==> src/hw/zcmt_pkg.sv <==
/*
 * Zcmt table-jump package
 * Shared widths, opcode constants, FSM state and kind enums and the
 * structs passed between fetch, the pre-decoder, the expander and the JVT block
 */
package zcmt_pkg;

  // Datapath widths
  localparam int unsigned XLEN       = 32;  // Data and address width
  localparam int unsigned INDEX_W    = 8;   // cm.jt / cm.jalt table index
  localparam int unsigned JALT_MIN   = 32;  // First index decoded as cm.jalt
  localparam int unsigned JAL_OFF_W  = 21;  // Signed jal immediate range
  localparam int unsigned REG_ADDR_W = 5;   // Register specifier width

  // JVT layout, base is 64-byte aligned
  localparam int unsigned JVT_MODE_W = 6;
  localparam int unsigned JVT_BASE_W = XLEN - JVT_MODE_W;
  localparam logic [JVT_MODE_W-1:0] JVT_MODE_JUMP = 6'd0;  // Only legal mode

  // Opcodes and compressed encoding fields
  localparam logic [6:0] OPCODE_JAL = 7'b110_1111;
  localparam logic [2:0] CMT_FUNCT3 = 3'b101;  // inst[15:13]
  localparam logic [1:0] CMT_OP     = 2'b10;   // inst[1:0]

  // Link registers used by the expanded jal
  localparam logic [REG_ADDR_W-1:0] RD_ZERO = 5'd0;  // x0, plain jump
  localparam logic [REG_ADDR_W-1:0] RD_RA   = 5'd1;  // x1, jump and link

  // Kind of table jump
  typedef enum logic {
    JT_PLAIN = 1'b0,  // cm.jt, rd = x0
    JT_LINK  = 1'b1   // cm.jalt, rd = x1
  } jt_kind_e;

  // Expander FSM
  typedef enum logic [1:0] {
    TJ_IDLE = 2'd0,  // Accepting new items
    TJ_REQ  = 2'd1,  // Table read request pending
    TJ_WAIT = 2'd2   // Waiting for the table response
  } tj_state_e;

  // Item coming from fetch
  typedef struct packed {
    logic [XLEN-1:0] instruction;
    logic [XLEN-1:0] pc;
    logic            is_compressed;
    logic            illegal;
  } fetch_item_t;

  // Item leaving the expander
  typedef struct packed {
    logic [XLEN-1:0] instruction;
    logic            is_compressed;
    logic            illegal;
  } expand_out_t;

  // Jump vector table register
  typedef struct packed {
    logic [JVT_BASE_W-1:0] base;
    logic [JVT_MODE_W-1:0] mode;
  } jvt_t;

endpackage
==> src/hw/cmt_req_if.sv <==
/*
 * Pre-decoded instruction channel
 * Carries one fetch item plus its table-jump decode from the
 * pre-decoder to the expander under a valid/ready handshake
 */
interface cmt_req_if
  import zcmt_pkg::*;
();

  logic               valid;     // Item held by producer
  logic               ready;     // Consumer takes it this cycle
  fetch_item_t        item;      // Original fetch item
  logic               is_table;  // cm.jt or cm.jalt
  jt_kind_e           kind;      // Link kind of the jump
  logic [INDEX_W-1:0] index;     // Table index, inst[9:2]

  modport producer (
    output valid, item, is_table, kind, index,
    input  ready
  );

  modport consumer (
    input  valid, item, is_table, kind, index,
    output ready
  );

endinterface

==> src/hw/zcmt_unit.sv <==
/*
 * Zcmt expansion unit
 * Fetch stream in, expanded stream out; ties the JVT register block,
 * the pre-decoder and the table-jump expander to plain ports
 */
module zcmt_unit
  import zcmt_pkg::*;
(
  input  logic            clk_i,
  input  logic            rst_ni,
  // Fetch stream
  input  logic            in_valid_i,
  output logic            in_ready_o,
  input  logic [XLEN-1:0] in_instr_i,
  input  logic [XLEN-1:0] in_pc_i,
  input  logic            in_compressed_i,
  input  logic            in_illegal_i,
  // Jump table port
  output logic            mem_req_valid_o,
  input  logic            mem_req_ready_i,
  output logic [XLEN-1:0] mem_addr_o,
  input  logic            mem_rvalid_i,
  input  logic [XLEN-1:0] mem_rdata_i,
  input  logic            mem_rerr_i,
  // JVT access
  input  logic            csr_we_i,
  input  logic [XLEN-1:0] csr_wdata_i,
  output logic [XLEN-1:0] csr_rdata_o,
  // Expanded stream
  output logic            out_valid_o,
  input  logic            out_ready_i,
  output logic [XLEN-1:0] out_instr_o,
  output logic            out_compressed_o,
  output logic            out_illegal_o
);

  fetch_item_t in_item;
  expand_out_t out_item;
  jvt_t        jvt;

  cmt_req_if cmt_req ();

  assign in_item = '{instruction: in_instr_i, pc: in_pc_i,
                     is_compressed: in_compressed_i, illegal: in_illegal_i};

  assign out_instr_o      = out_item.instruction;
  assign out_compressed_o = out_item.is_compressed;
  assign out_illegal_o    = out_item.illegal;

  jvt_csr jvt_csr_i (
    .clk_i   (clk_i),
    .rst_ni  (rst_ni),
    .we_i    (csr_we_i),
    .wdata_i (csr_wdata_i),
    .rdata_o (csr_rdata_o),
    .jvt_o   (jvt)
  );

  cmt_predecode cmt_predecode_i (
    .clk_i      (clk_i),
    .rst_ni     (rst_ni),
    .in_valid_i (in_valid_i),
    .in_ready_o (in_ready_o),
    .in_item_i  (in_item),
    .req        (cmt_req.producer)
  );

  table_jump_expander table_jump_expander_i (
    .clk_i           (clk_i),
    .rst_ni          (rst_ni),
    .req             (cmt_req.consumer),
    .jvt_i           (jvt),
    .mem_req_valid_o (mem_req_valid_o),
    .mem_req_ready_i (mem_req_ready_i),
    .mem_addr_o      (mem_addr_o),
    .mem_rvalid_i    (mem_rvalid_i),
    .mem_rdata_i     (mem_rdata_i),
    .mem_rerr_i      (mem_rerr_i),
    .out_valid_o     (out_valid_o),
    .out_ready_i     (out_ready_i),
    .out_o           (out_item)
  );

endmodule

==> src/hw/table_jump_expander.sv <==
/*
 * Table-jump expander
 * Passes plain items to the output register; for cm.jt / cm.jalt it reads
 * the jump table entry and emits the equivalent jal, or flags the original
 * instruction illegal on a bus error or an out-of-range target
 */
module table_jump_expander
  import zcmt_pkg::*;
(
  input  logic            clk_i,
  input  logic            rst_ni,
  cmt_req_if.consumer     req,              // From the pre-decoder
  input  jvt_t            jvt_i,            // Current table base
  output logic            mem_req_valid_o,  // Table read request
  input  logic            mem_req_ready_i,
  output logic [XLEN-1:0] mem_addr_o,
  input  logic            mem_rvalid_i,     // Table response
  input  logic [XLEN-1:0] mem_rdata_i,
  input  logic            mem_rerr_i,
  output logic            out_valid_o,      // Expanded stream
  input  logic            out_ready_i,
  output expand_out_t     out_o
);

  tj_state_e state_d, state_q;

  logic            out_valid_q;
  expand_out_t     out_q;
  logic [XLEN-1:0] tbl_addr_q;  // Latched at transfer so later JVT writes leave it alone
  logic [XLEN-1:0] pc_q;
  logic [XLEN-1:0] instr_q;     // Kept for the illegal case
  jt_kind_e        kind_q;

  logic                  accept;
  logic                  out_free;
  logic                  load_plain;
  logic                  load_jump;
  logic [XLEN-1:0]       tbl_addr_d;
  logic [XLEN-1:0]       offset;
  logic                  offset_ok;
  logic [REG_ADDR_W-1:0] rd;
  expand_out_t           jump_res;

  // Output register empty, or emptying this cycle
  assign out_free  = !out_valid_q || out_ready_i;
  assign req.ready = (state_q == TJ_IDLE) && out_free;
  assign accept    = req.valid && req.ready;

  assign load_plain = accept && !req.is_table;
  assign load_jump  = (state_q == TJ_WAIT) && mem_rvalid_i;

  // Entry address is base plus 4 times index
  assign tbl_addr_d = {jvt_i.base, {JVT_MODE_W{1'b0}}}
                    + {{(XLEN-INDEX_W-2){1'b0}}, req.index, 2'b00};

  // Jal formed from the returned entry
  assign offset    = mem_rdata_i - pc_q;
  assign offset_ok = offset[XLEN-1:JAL_OFF_W-1] == {(XLEN-JAL_OFF_W+1){offset[JAL_OFF_W-1]}};
  assign rd        = (kind_q == JT_LINK) ? RD_RA : RD_ZERO;

  always_comb begin
    jump_res.is_compressed = 1'b1;  // Stands in for a 16-bit instruction
    if (mem_rerr_i || !offset_ok) begin
      jump_res.instruction = instr_q;
      jump_res.illegal     = 1'b1;
    end else begin
      jump_res.instruction = {offset[20], offset[10:1], offset[11], offset[19:12],
                              rd, OPCODE_JAL};
      jump_res.illegal     = 1'b0;
    end
  end

  // FSM
  always_comb begin
    state_d = state_q;
    unique case (state_q)
      TJ_IDLE: if (accept && req.is_table) state_d = TJ_REQ;
      TJ_REQ:  if (mem_req_ready_i) state_d = TJ_WAIT;  // Request accepted
      TJ_WAIT: if (mem_rvalid_i) state_d = TJ_IDLE;     // Result written this edge
      default: state_d = TJ_IDLE;
    endcase
  end

  always_ff @(posedge clk_i or negedge rst_ni) begin
    if (!rst_ni) begin
      state_q     <= TJ_IDLE;
      out_valid_q <= 1'b0;
    end else begin
      state_q <= state_d;
      if (load_plain || load_jump) begin
        out_valid_q <= 1'b1;
      end else if (out_ready_i) begin
        out_valid_q <= 1'b0;  // Drained downstream
      end
    end
  end

  // Payload registers
  always_ff @(posedge clk_i) begin
    if (accept) begin
      tbl_addr_q <= tbl_addr_d;
      pc_q       <= req.item.pc;
      instr_q    <= req.item.instruction;
      kind_q     <= req.kind;
    end
    if (load_plain) begin
      out_q.instruction   <= req.item.instruction;  // Unchanged, flags included
      out_q.is_compressed <= req.item.is_compressed;
      out_q.illegal       <= req.item.illegal;
    end else if (load_jump) begin
      out_q <= jump_res;
    end
  end

  assign mem_req_valid_o = (state_q == TJ_REQ);
  assign mem_addr_o      = tbl_addr_q;
  assign out_valid_o     = out_valid_q;
  assign out_o           = out_q;

  // A table fetch only runs with the output register already drained
  a_req_state: assert property (
    @(posedge clk_i) disable iff (!rst_ni)
    mem_req_valid_o |-> !out_valid_o
  ) else $error("table request with output pending");

  // Memory never answers without an outstanding request
  a_rvalid_wait: assert property (
    @(posedge clk_i) disable iff (!rst_ni)
    mem_rvalid_i |-> state_q == TJ_WAIT
  ) else $error("table response outside TJ_WAIT");

  a_out_hold: assert property (
    @(posedge clk_i) disable iff (!rst_ni)
    out_valid_o && !out_ready_i |=> out_valid_o && $stable(out_o)
  ) else $error("output changed while stalled");

endmodule

==> src/hw/cmt_predecode.sv <==
/*
 * Table-jump pre-decoder
 * One-entry pipeline register on the fetch stream that flags cm.jt and
 * cm.jalt, extracts the table index and picks the link kind
 */
module cmt_predecode
  import zcmt_pkg::*;
(
  input  logic        clk_i,
  input  logic        rst_ni,
  input  logic        in_valid_i,  // Fetch item valid
  output logic        in_ready_o,  // Stage can take an item
  input  fetch_item_t in_item_i,   // Fetch item
  cmt_req_if.producer req          // Decoded item to the expander
);

  logic               valid_q;
  fetch_item_t        item_q;
  logic               is_table_q;
  jt_kind_e           kind_q;
  logic [INDEX_W-1:0] index_q;

  logic               load;
  logic               is_table_d;
  jt_kind_e           kind_d;
  logic [INDEX_W-1:0] index_d;

  // Empty, or the held item moves on this cycle
  assign in_ready_o = !valid_q || req.ready;
  assign load       = in_valid_i && in_ready_o;

  // Decode of the compressed encoding
  always_comb begin
    index_d    = in_item_i.instruction[9:2];
    is_table_d = in_item_i.is_compressed && !in_item_i.illegal
              && (in_item_i.instruction[15:13] == CMT_FUNCT3)
              && (in_item_i.instruction[12:10] == 3'b000)  // cm.jt / cm.jalt group
              && (in_item_i.instruction[1:0] == CMT_OP);
    kind_d     = (index_d >= JALT_MIN) ? JT_LINK : JT_PLAIN;  // Upper indices link to ra
  end

  // Occupancy
  always_ff @(posedge clk_i or negedge rst_ni) begin
    if (!rst_ni) begin
      valid_q <= 1'b0;
    end else if (load) begin
      valid_q <= 1'b1;
    end else if (req.ready) begin
      valid_q <= 1'b0;  // Item taken, nothing new
    end
  end

  // Payload
  always_ff @(posedge clk_i) begin
    if (load) begin
      item_q     <= in_item_i;
      is_table_q <= is_table_d;
      kind_q     <= kind_d;
      index_q    <= index_d;
    end
  end

  assign req.valid    = valid_q;
  assign req.item     = item_q;
  assign req.is_table = is_table_q;
  assign req.kind     = kind_q;
  assign req.index    = index_q;

  // Fetch keeps a stalled item valid and unchanged until its transfer
  a_in_hold: assert property (
    @(posedge clk_i) disable iff (!rst_ni)
    in_valid_i && !in_ready_o |=> in_valid_i && $stable(in_item_i)
  ) else $error("fetch item dropped or changed while stalled");

endmodule

==> src/hw/jvt_csr.sv <==
/*
 * JVT register block
 * Holds the jump vector table base and mode, written through a plain
 * CSR port; mode is WARL and only jump mode 0 is accepted
 */
module jvt_csr
  import zcmt_pkg::*;
(
  input  logic            clk_i,
  input  logic            rst_ni,
  input  logic            we_i,     // Write strobe from the CSR file
  input  logic [XLEN-1:0] wdata_i,  // Write data
  output logic [XLEN-1:0] rdata_o,  // Readback
  output jvt_t            jvt_o     // Current base and mode to the expander
);

  jvt_t jvt_d, jvt_q;

  // Write rule
  always_comb begin
    jvt_d = jvt_q;
    if (we_i) begin
      jvt_d.base = wdata_i[XLEN-1:JVT_MODE_W];  // Low 6 bits dropped by alignment
      jvt_d.mode = JVT_MODE_JUMP;               // WARL field stays in jump mode
    end
  end

  always_ff @(posedge clk_i or negedge rst_ni) begin
    if (!rst_ni) begin
      jvt_q <= '0;  // Reads 0 out of reset
    end else begin
      jvt_q <= jvt_d;
    end
  end

  assign rdata_o = jvt_q;
  assign jvt_o   = jvt_q;

endmodule

==> config.mk <==
export PLATFORM = sky130hd
export DESIGN_NAME = zcmt_unit
export DESIGN_NICKNAME = d
export VERILOG_FILES = /design/src/hw/zcmt_pkg.sv /design/src/hw/cmt_req_if.sv /design/src/hw/zcmt_unit.sv /design/src/hw/table_jump_expander.sv /design/src/hw/cmt_predecode.sv /design/src/hw/jvt_csr.sv
export SDC_FILE = /design/constraint.sdc
export NUM_CORES = 1
export LEC_CHECK = 0
export BUFFER_PORTS_ARGS = -buffer_cell sky130_fd_sc_hd__buf_2
export CAP_MARGIN = 30
export CORE_ASPECT_RATIO = 2
export CORE_MARGIN = 4
export CORE_UTILIZATION = 50
export CTS_BUF_LIST = sky130_fd_sc_hd__clkbuf_4 sky130_fd_sc_hd__clkbuf_8 sky130_fd_sc_hd__clkbuf_16
export CTS_CLUSTER_SIZE = 30
export DETAILED_ROUTE_END_ITERATION = 10
export GPL_TIMING_DRIVEN = 0
export PLACE_DENSITY = 0.87
export RECOVER_POWER = 100
export SKIP_LAST_GASP = 1
export SLEW_MARGIN = 20
export SYNTH_ARGS = -nofsm -noshare
export SYNTH_HDL_FRONTEND = slang
export SYNTH_SLANG_ARGS = --single-unit
export TNS_END_PERCENT = 30
==> constraint.sdc <==
create_clock -name clk_i -period 4.63 [get_ports clk_i]
set_clock_uncertainty 0.1 [all_clocks]
set_input_delay 0.926 -clock clk_i [delete_from_list [all_inputs] [get_ports clk_i]]
set_output_delay 0.926 -clock clk_i [all_outputs]
set_load 0.02 [all_outputs]
[Yosys cells after proc, flatten, opt, wreduce, memory -nomap -nowiden]
Cells that the tools add are included.
Cells by class
  add/subtract/negate cells: 2
  order comparisons: 1
  equality and inequality tests: 8
  mux-type cells: 14
  reductions and logical operators: 25
Operators with widths (number)
  two-way mux 34 bit: 2
  adder 32 x 10 -> 32 bit: 1
  two-way mux 32 bit: 1
  subtractor 32 bit: 1
  equality test 11 bit: 1
  logical AND 1 bit: 10
  greater-or-equal comparator 8 x 6 -> 1 bit, second input constant: 1
  two-way mux 1 bit: 7
  two-way mux 2 bit: 3
  case mux 2 bit (3 select lines): 1
  nonzero test 2 bit: 3
  logical NOT 1 bit: 5
  equality test 2 bit, second input constant: 2
  logical OR 1 bit: 4
  inequality test 2 bit, second input constant: 2
  equality test 3 bit, second input constant: 1
  logical NOT 3 bit: 1
  AND reduction 3 bit: 1
  equality test 2 x 1 -> 1 bit, second input constant: 1
  logical NOT 2 bit: 1
  inequality test 2 x 1 -> 1 bit, second input constant: 1
Word-level totals
  register bits: 237
  input port bits: 138
  output and inout bits: 101
  logic and storage cells: 68

[Longest topological paths before layout]
Gate-level depths: netlist of run 1.
  depth in word-level cells: 7
  mapped depth: 14

[By module]
A second synthesis of run 1 with hierarchy kept.
Unflattened totals
  cells, all modules: 844
  area total of the unflattened synthesis: 10764.1 um^2
Modules (own cells, without submodules)
  table_jump_expander: instances 1, cells an instance 666, area each 7218.2 um^2, seq. area each 3948.8 um^2
  cmt_predecode: instances 1, cells an instance 84, area each 2187.1 um^2, seq. area each 2067.0 um^2
  jvt_csr: instances 1, cells an instance 94, area each 1358.8 um^2, seq. area each 650.6 um^2

[Worst setup path after synthesis of run 1]
OpenSTA, ideal clock, no wires.
  path kind: input port to flip-flop
  start point: input port mem_rdata_i[0]
  end point: register table_jump_expander_i.out_q (netlist bit table_jump_expander_i.out_o[14]) (data pin)
  setup time: 0.274 ns
  data arrival time: 3.671 ns
  required time: 4.256 ns
  slack: 0.585 ns
  stages on the path: 13
  path through: nand2b_1 > fa_1 > a211oi_1 > o211ai_2 > a31oi_1 > a21oi_2 > a211oi_1 > o21ai_0 > a2111o_1 > mux2_4 > buf_2 > o21ai_1 > a31oi_1
On the way
  cells in the longest elaborated chain, start to end: 7
Ends and longest elaborated chain
  start: declaration: line zcmt_unit.sv:23  | input logic [XLEN-1:0] mem_rdata_i,
  subtractor 32 bit *: line table_jump_expander.sv:57  | assign offset = mem_rdata_i - pc_q;
  equality test 11 bit: line table_jump_expander.sv:58  | assign offset_ok = offset[XLEN-1:JAL_OFF_W-1] == {(XLEN-JAL_OFF_W+1){offset[JAL_OFF_W-1]}};
  logical NOT 1 bit: line table_jump_expander.sv:63  | if (mem_rerr_i || !offset_ok) begin
  logical OR 1 bit: line table_jump_expander.sv:63
  two-way mux 32 bit *: line table_jump_expander.sv:63
  two-way mux 34 bit *: line table_jump_expander.sv:110  | end else if (load_jump) begin
  two-way mux 34 bit *: line table_jump_expander.sv:106  | if (load_plain) begin
  end signal: assignment: line table_jump_expander.sv:111  | out_q <= jump_res;
  end: declaration: line table_jump_expander.sv:28  | expand_out_t out_q;
Every way passes the cells marked *; elsewhere a longest branch is shown, timed or not. The select of a mux whose other input is x is not followed.
A chain may end at the register's enable or synchronous reset.

[Worst setup path in the final report of run 1]
  start point: input port mem_rdata_i[0]
  end point: register table_jump_expander_i.out_q (netlist bit table_jump_expander_i.out_o[32]) (data pin)
Same word-level chain as after synthesis.

==> results of run 1 <==
-- where the power goes --
part	internal, mW	leakage (nW)	total [mW]	switching (mW)
clock	0.992	0.326	1.69	0.695
combinational	0.996	2.24	3.26	2.26
sequential	3.18	2.18	3.40	0.226
-- sequential cells by signal, summed over array words and instances, names as in the netlist --
signal / count
cmt_predecode_i.req.item: 59
table_jump_expander_i.out_o: 34
table_jump_expander_i.instr_q: 32
table_jump_expander_i.pc_q: 32
jvt_csr_i.jvt_o: 26
table_jump_expander_i.mem_addr_o: 26
cmt_predecode_i.req.index: 7
table_jump_expander_i.state_q: 2
cmt_predecode_i.req.is_table: 1
cmt_predecode_i.req.kind: 1
cmt_predecode_i.req.valid: 1
table_jump_expander_i.kind_q: 1
table_jump_expander_i.out_valid_o: 1
-- worst max-delay path by stage --
stage                                                end  cells after the start  slack [ns]           start
6_report       table_jump_expander_i.out_o[32]$_DFFE_PP_                     14        0.28  mem_rdata_i[0]
5_1_grt        table_jump_expander_i.out_o[12]$_DFFE_PP_                     13        0.08  mem_rdata_i[0]
4_1_cts        table_jump_expander_i.out_o[31]$_DFFE_PP_                     14        0.23  mem_rdata_i[0]
3_5_place_dp   table_jump_expander_i.out_o[31]$_DFFE_PP_                     14       -0.29  mem_rdata_i[0]
3_3_place_gp   table_jump_expander_i.out_o[31]$_DFFE_PP_                     14       -0.28  mem_rdata_i[0]
2_1_floorplan  table_jump_expander_i.out_o[14]$_DFFE_PP_                     13        0.59  mem_rdata_i[0]
-- cell usage after synthesis, drive strengths merged (5+ instances only) --
library cell / count
nand3: 30
inv: 40
clkbuf: 12
nand2: 60
nand4: 13
and2: 6
o211ai: 6
o21ai: 49
o21a: 5
nor2b: 9
mux2: 26
nor3: 14
dfrtp: 30
ha: 34
edfxtp: 193
or2: 6
nand2b: 6
xor2: 17
and3: 10
a21oi: 44
nor2: 58
a21o: 7
buf: 33
xnor2: 32
or3: 9
a31oi: 21
-- final cells by class --
class / count / area (sq um) / area share (%)
Inverter: 40 / 151 / 1.22
Clock inverter: 11 / 161 / 1.30
Timing Repair Buffer: 226 / 991 / 8.00
Sequential cell: 223 / 6550 / 52.8
Antenna cell: 2 / 5.00 / 0.0404
Tap cell: 266 / 333 / 2.69
Buffer: 45 / 258 / 2.08
Clock buffer: 21 / 490 / 3.96
Multi-Input combinational cell: 519 / 3450 / 27.9
-- cells by family after synthesis --
logic type | Yosys count | synth area share (%)
buffers and inverters | 85 | 3.93
AOI/OAI and AO/OA | 165 | 10.2
adders and majority gates | 36 | 4.48
and+or+nand+nor | 233 | 11.1
xor gates and xnor gates | 49 | 4.13
DFF | 223 | 63.1
other | 1 | 0.0361
muxes | 28 | 3.09
-- layer usage --
layer	part of all wire (%)	up-vias
met5	0.089	-
met4	5.9	6
met3	6.4	82
met2	57	274
met1	31	3564
li1	-	3509
-- placed cells by master (no fill, tap or decap), drive strengths merged, types with 6 or more instances in the layout --
cell type  instances
conb               8
edfxtp           193
o21ai             49
inv               41
and2               6
nor3              14
and3              10
nor2              58
buf              145
clkbuf           147
or3                9
xnor2             32
or2                6
a21oi             44
a21o               7
a31oi             21
nand2             60
ha                34
nor2b              9
nand3             30
o211ai             6
dfrtp             30
mux2              26
nand4             13
xor2              17
nand2b             6
-- metrics by stage --
step	util, %	TNS, ns	instance area (sq um)	setup WS [ns]
2_1_floorplan	-	0	10400	0.585
3_5_place_dp	58.3	-5.29	11900	-0.290
3_3_place_gp	57.9	-4.77	11900	-0.276
5_1_grt	60.5	0	12400	0.0791
4_1_cts	61.5	0	12600	0.229
6_report	60.5	0	12400	0.281
-- what timing repair did --
action	CTS	global route
endpoints found under the hold margin	0	0
resized for setup	0	1
setup endpoints to repair	0	4
==> flow_summary.toml, run 1 <==
[setup_path]
critPathTopFamily = "compound AO/OA/AOI/OAI gates"
ff2ff_path_depth = 13
cp_slowest_stage_delay_ns = 0.44
worst_ep_arrival_time_ns = 4.60
crit_slowest_cell = "fa_1"
start_kind = "input pin"
reg2reg_slack_ns = 0.55
cp.required_ns = 4.88
r2r-end = "table_jump_expander_i.out_o[32]$_DFFE_PP_"
path_cells = "buf_2 -> nand2b_1 -> fa_1 -> a211oi_2 -> o21ai_0 -> a21oi_1 -> o21ai_0 -> xor2_1 -> nand3_1 -> nor4_4 -> o21a_1 -> buf_4 -> nand3_1 -> a31oi_1"
path_buf_inv = 2
worst_setup_path_end_kind = "flip-flop"
reg2reg_from = "table_jump_expander_i.pc_q[0]$_DFFE_PP_"
worst-setup-path-type = "in2reg"
worstPathMaxFanout = 10

[outcome]
outcome = "finished, violations left"
failed_checks = "max-capacitance violations, max-slew violations"

[clocking]
post_cts_buffers = 0
cts_root_buffer = "clkbuf_16"
clock_sinks = 223
htreeDepth = 1
clk_pin_slew_worst_paths_ns = 0.07
hold_buffers = 0
cts_tree = "built"
insertion_delay_ns = 0.50
cts_buffers = 19
clockBufferDepth = 3

[sta]
relSlewSlack_pct = -54.0
whs_ns = 0.317
timing.final.crit_period_ns = 4.35
setup_violations = 0
post-route-period-util_pct = 93.9
rsz0062_at_grt = "no"
slew_viol_final = 103
max_freq_mhz = 230
hold_viol = 0
worstMarginPinSlew_ns = 2.31

[drt]
drt_iter0_drc = 429
wl_mm = 25.8
first_pass_iters = 6
vias_per_cell = 5.50
num_vias = 7435
ant_nets = 0
drc = 0
routedWlPerCell_microns = 19.1

[synthesis]
synth_area_leaders = "edfxtp_1 (56%), dfrtp_1 (7.2%), ha_1 (4.1%)"
ys_warn_count = 0
synth_edf_count = 193
synth_cells = 820
synth_ff_type = "edfxtp_1"
yosysTopAreaCellShare_pct = 55.8
yosysTopAreaCell = "edfxtp_1"
ys_types = 75
ys_ff_latch = 223
synthArstFlopShare_pct = 13.5
syn-mean-instance-area_sq_um = 12.7
ys_seq_area_share_pct = 63.1
syn_area_sq_um = 10400

[placement]
routabilityCongestion = 0.914
hpwl_mm = 20.2
placed_cells = 1319
port_buffers = 223

[die]
core-area_sq_um = 20500
initial_utilization_pct = 50.7
rows = 74
dieArea_sq_um = 23300
die_h_microns = 212
ioPinCount = 239
die_x_microns = 110

[grt]
track_usage_pct = 22.5
use_met3_pct = 5.04
grt_pass1_wl_mm = 39.8
grt-ovfl-total = 0
met2_usage_pct = 42.5
grt_pass1_vias = 7731
antenna_found_initial = 6
grt_busiest_layer = "met2"
met1_usage_pct = 21.4
grt_max_degree = 57

[final_layout]
final_nets = 1248
nFillCells = 1670
fin_cells = 1353
drive_above_1_share_pct = 20.6
syn_to_final_growth_pct = 19.3

[pwr]
total_power_mw = 8.35
vdd_ir_drop_max_uv = 389
power.density_nw_per_um2 = 674
p_leak_nw = 4.76

[worst_hold_path]
worstHoldPathCells = 0
hold_start = "cmt_predecode_i.req.item[9]$_DFFE_PP_"
holdPathEnd = "table_jump_expander_i.pc_q[7]$_DFFE_PP_"
hp-class = "reg2reg"

[job]
cap_violations = 3
No activity file was read; power rests on OpenSTA's default activity.
==> run 2: changes to the inputs <==
==> constraint.sdc (replaced) <==
create_clock -name clk_i -period 4.7 [get_ports clk_i]
set_clock_uncertainty 0.1 [all_clocks]
set_input_delay 0.94 -clock clk_i [delete_from_list [all_inputs] [get_ports clk_i]]
set_output_delay 0.94 -clock clk_i [all_outputs]
set_load 0.02 [all_outputs]
==> run 2 against run 1 <==
Effect of this change: the flow still finishes with violations (max-capacitance violations, max-slew violations); die area is the same; largest power group unchanged; routed wire length is essentially flat; final cell count is the same; critical path type unchanged; non-clock buffer count is the same; critical endpoint is now table_jump_expander_i.out_o[19]$_DFFE_PP_; register-to-register slack lost 0.10 ns.
==> flow_summary.toml, run 2 (synthesized netlist as in run 1, its figures left out) <==
[outcome]
outcome = "finished, violations left"
failed_checks = "max-capacitance violations, max-slew violations"

[final_layout]
final_cell_mix = "edfxtp_1 (193), buf_2 (126), clkbuf_1 (123), nand2_1 (59), nor2_1 (57)"
register_area_sq_um = 6550
fin_cells = 1353
syn_to_final_growth_pct = 19.3
final_cell_area_sq_um = 12400
nFillCells = 1668
largest_reg_flops = 59
drive_above_1_share_pct = 20.8
final_nets = 1248
fin_util_pct = 60.5
layout_commonest_cell = "edfxtp_1"
multi_input_area_sq_um = 3450

[pwr]
p_leak_nw = 4.76
netSwitchingFraction_pct = 38.1
p_seq_share_pct = 40.8
vdd_ir_drop_max_uv = 384
power_switching_mw = 3.13
pwr-share-clk_pct = 20.2
power.density_nw_per_um2 = 664
intPower_mw = 5.09
pwr-share-comb_pct = 39.0

[grt]
grt_pass1_wl_mm = 39.8
grt_max_degree = 57
grt-ovfl-total = 0
grt_pass1_vias = 7731
track_usage_pct = 22.5
antenna_found_initial = 6

[clocking]
clock_sinks = 223
insertion_delay_ns = 0.50
cts_root_buffer = "clkbuf_16"
clk_pin_slew_worst_paths_ns = 0.07
clockBufferDepth = 3
cts_resized = 0
cts_buffers = 19
hold_buffers = 0
post_cts_buffers = 0
htreeDepth = 1
cts_tree = "built"

[die]
die_h_microns = 212
initial_utilization_pct = 50.7
rows = 74
die_x_microns = 110
dieArea_sq_um = 23300
core-area_sq_um = 20500
ioPinCount = 239

[drt]
num_vias = 7441
vias_per_cell = 5.50
first_pass_iters = 5
ant_nets = 0
wl_mm = 25.8
routedWlPerCell_microns = 19.1
drc = 0
drt_iter0_drc = 380

[placement]
routabilityCongestion = 0.914
placed_cells = 1319
pre_cts_slack_ns = -0.234
hpwl_mm = 20.2
dpl-instance-area_sq_um = 11900
port_buffers = 223

[sta]
worstMarginPinSlew_ns = 2.35
setup_violations = 0
rsz0062_at_grt = "no"
max_freq_mhz = 221
hold_viol = 0
timing.final.crit_period_ns = 4.53
relSlewSlack_pct = -57.1
whs_ns = 0.317
post-route-period-util_pct = 96.4
slew_viol_final = 103
finalWorstSetupSlack_ns = 0.170

[setup_path]
start_kind = "input pin"
worstPathMaxFanout = 10
worst_ep_arrival_time_ns = 4.66
worst-setup-path-type = "in2reg"
worst_setup_path_end_kind = "flip-flop"
cp.required_ns = 4.83

[job]
cap_violations = 3

[worst_hold_path]
hp-class = "reg2reg"
-- run 2: path summary, 6_finish.rpt --
check                                                   startpoint                                        end  slack, ns  depth (start not counted)
setup / recovery                                    mem_rdata_i[0]  table_jump_expander_i.out_o[19]$_DFFE_PP_       0.17                         14
hold / removal               cmt_predecode_i.req.item[9]$_DFFE_PP_    table_jump_expander_i.pc_q[7]$_DFFE_PP_       0.32                          0
setup reg to reg           table_jump_expander_i.pc_q[0]$_DFFE_PP_  table_jump_expander_i.out_o[19]$_DFFE_PP_       0.45                         13
hold reg to reg              cmt_predecode_i.req.item[9]$_DFFE_PP_    table_jump_expander_i.pc_q[7]$_DFFE_PP_       0.32                          0
max in group asynchronous                                   rst_ni            jvt_csr_i.jvt_o[28]$_DFFE_PN0P_       2.76                          1
min in group asynchronous                                   rst_ni            jvt_csr_i.jvt_o[12]$_DFFE_PN0P_       0.75                          1
-- run 2: final cells by class --
class,instances,area share [%]
sequential,223,52.8
multi-input combinational,519,27.9
timing repair buffer,226,8.00
clock buffer,21,3.96
tap,266,2.69
buffer,45,2.08
clock inverter,11,1.30
inverter,40,1.22
antenna,2,0.0404
-- run 2: power groups by stage --
| stage | Sequential (mW) | Combinational (mW) | Clock (mW) |
|---|---|---|---|
| finish | 3.35 | 3.21 | 1.66 |
| global route | 3.42 | 3.50 | 1.78 |
| CTS | 3.31 | 3.37 | 1.70 |
| detailed placement | 3.35 | 3.35 | 0 |
| global placement | 3.40 | 3.17 | 0 |
| floorplan | 3.68 | 1.94 | 0 |
-- run 2: worst max-delay path, cell delays in order --
cell and delay [ns]:
buf_2 0.10, nand2b_1 0.18, fa_1 0.44, a211oi_1 0.45, o21ai_0 0.15, a21oi_1 0.40, o21ai_0 0.30, xor2_1 0.27
a2111oi_0 0.51, and3_1 0.26, o21ai_2 0.12, clkbuf_2 0.22, o21ai_0 0.21, a31oi_1 0.12
-- run 2: metal layers --
| layer | vias up | wire length, microns | global-route usage [%] |
|---|---|---|---|
| met5 | - | 23 | 0 |
| met4 | 6 | 1550 | 12.9 |
| met3 | 82 | 1740 | 5.04 |
| met2 | 310 | 14600 | 42.5 |
| met1 | 3529 | 7950 | 21.4 |
| li1 | 3514 | - | - |
-- run 2: stage by stage --
stage	TNS, ns	power, mW
finish	0	8.22
detailed placement	-3.62	6.70
global route	0	8.70
floorplan	0	5.62
global placement	-3.26	6.58
CTS	0	8.38
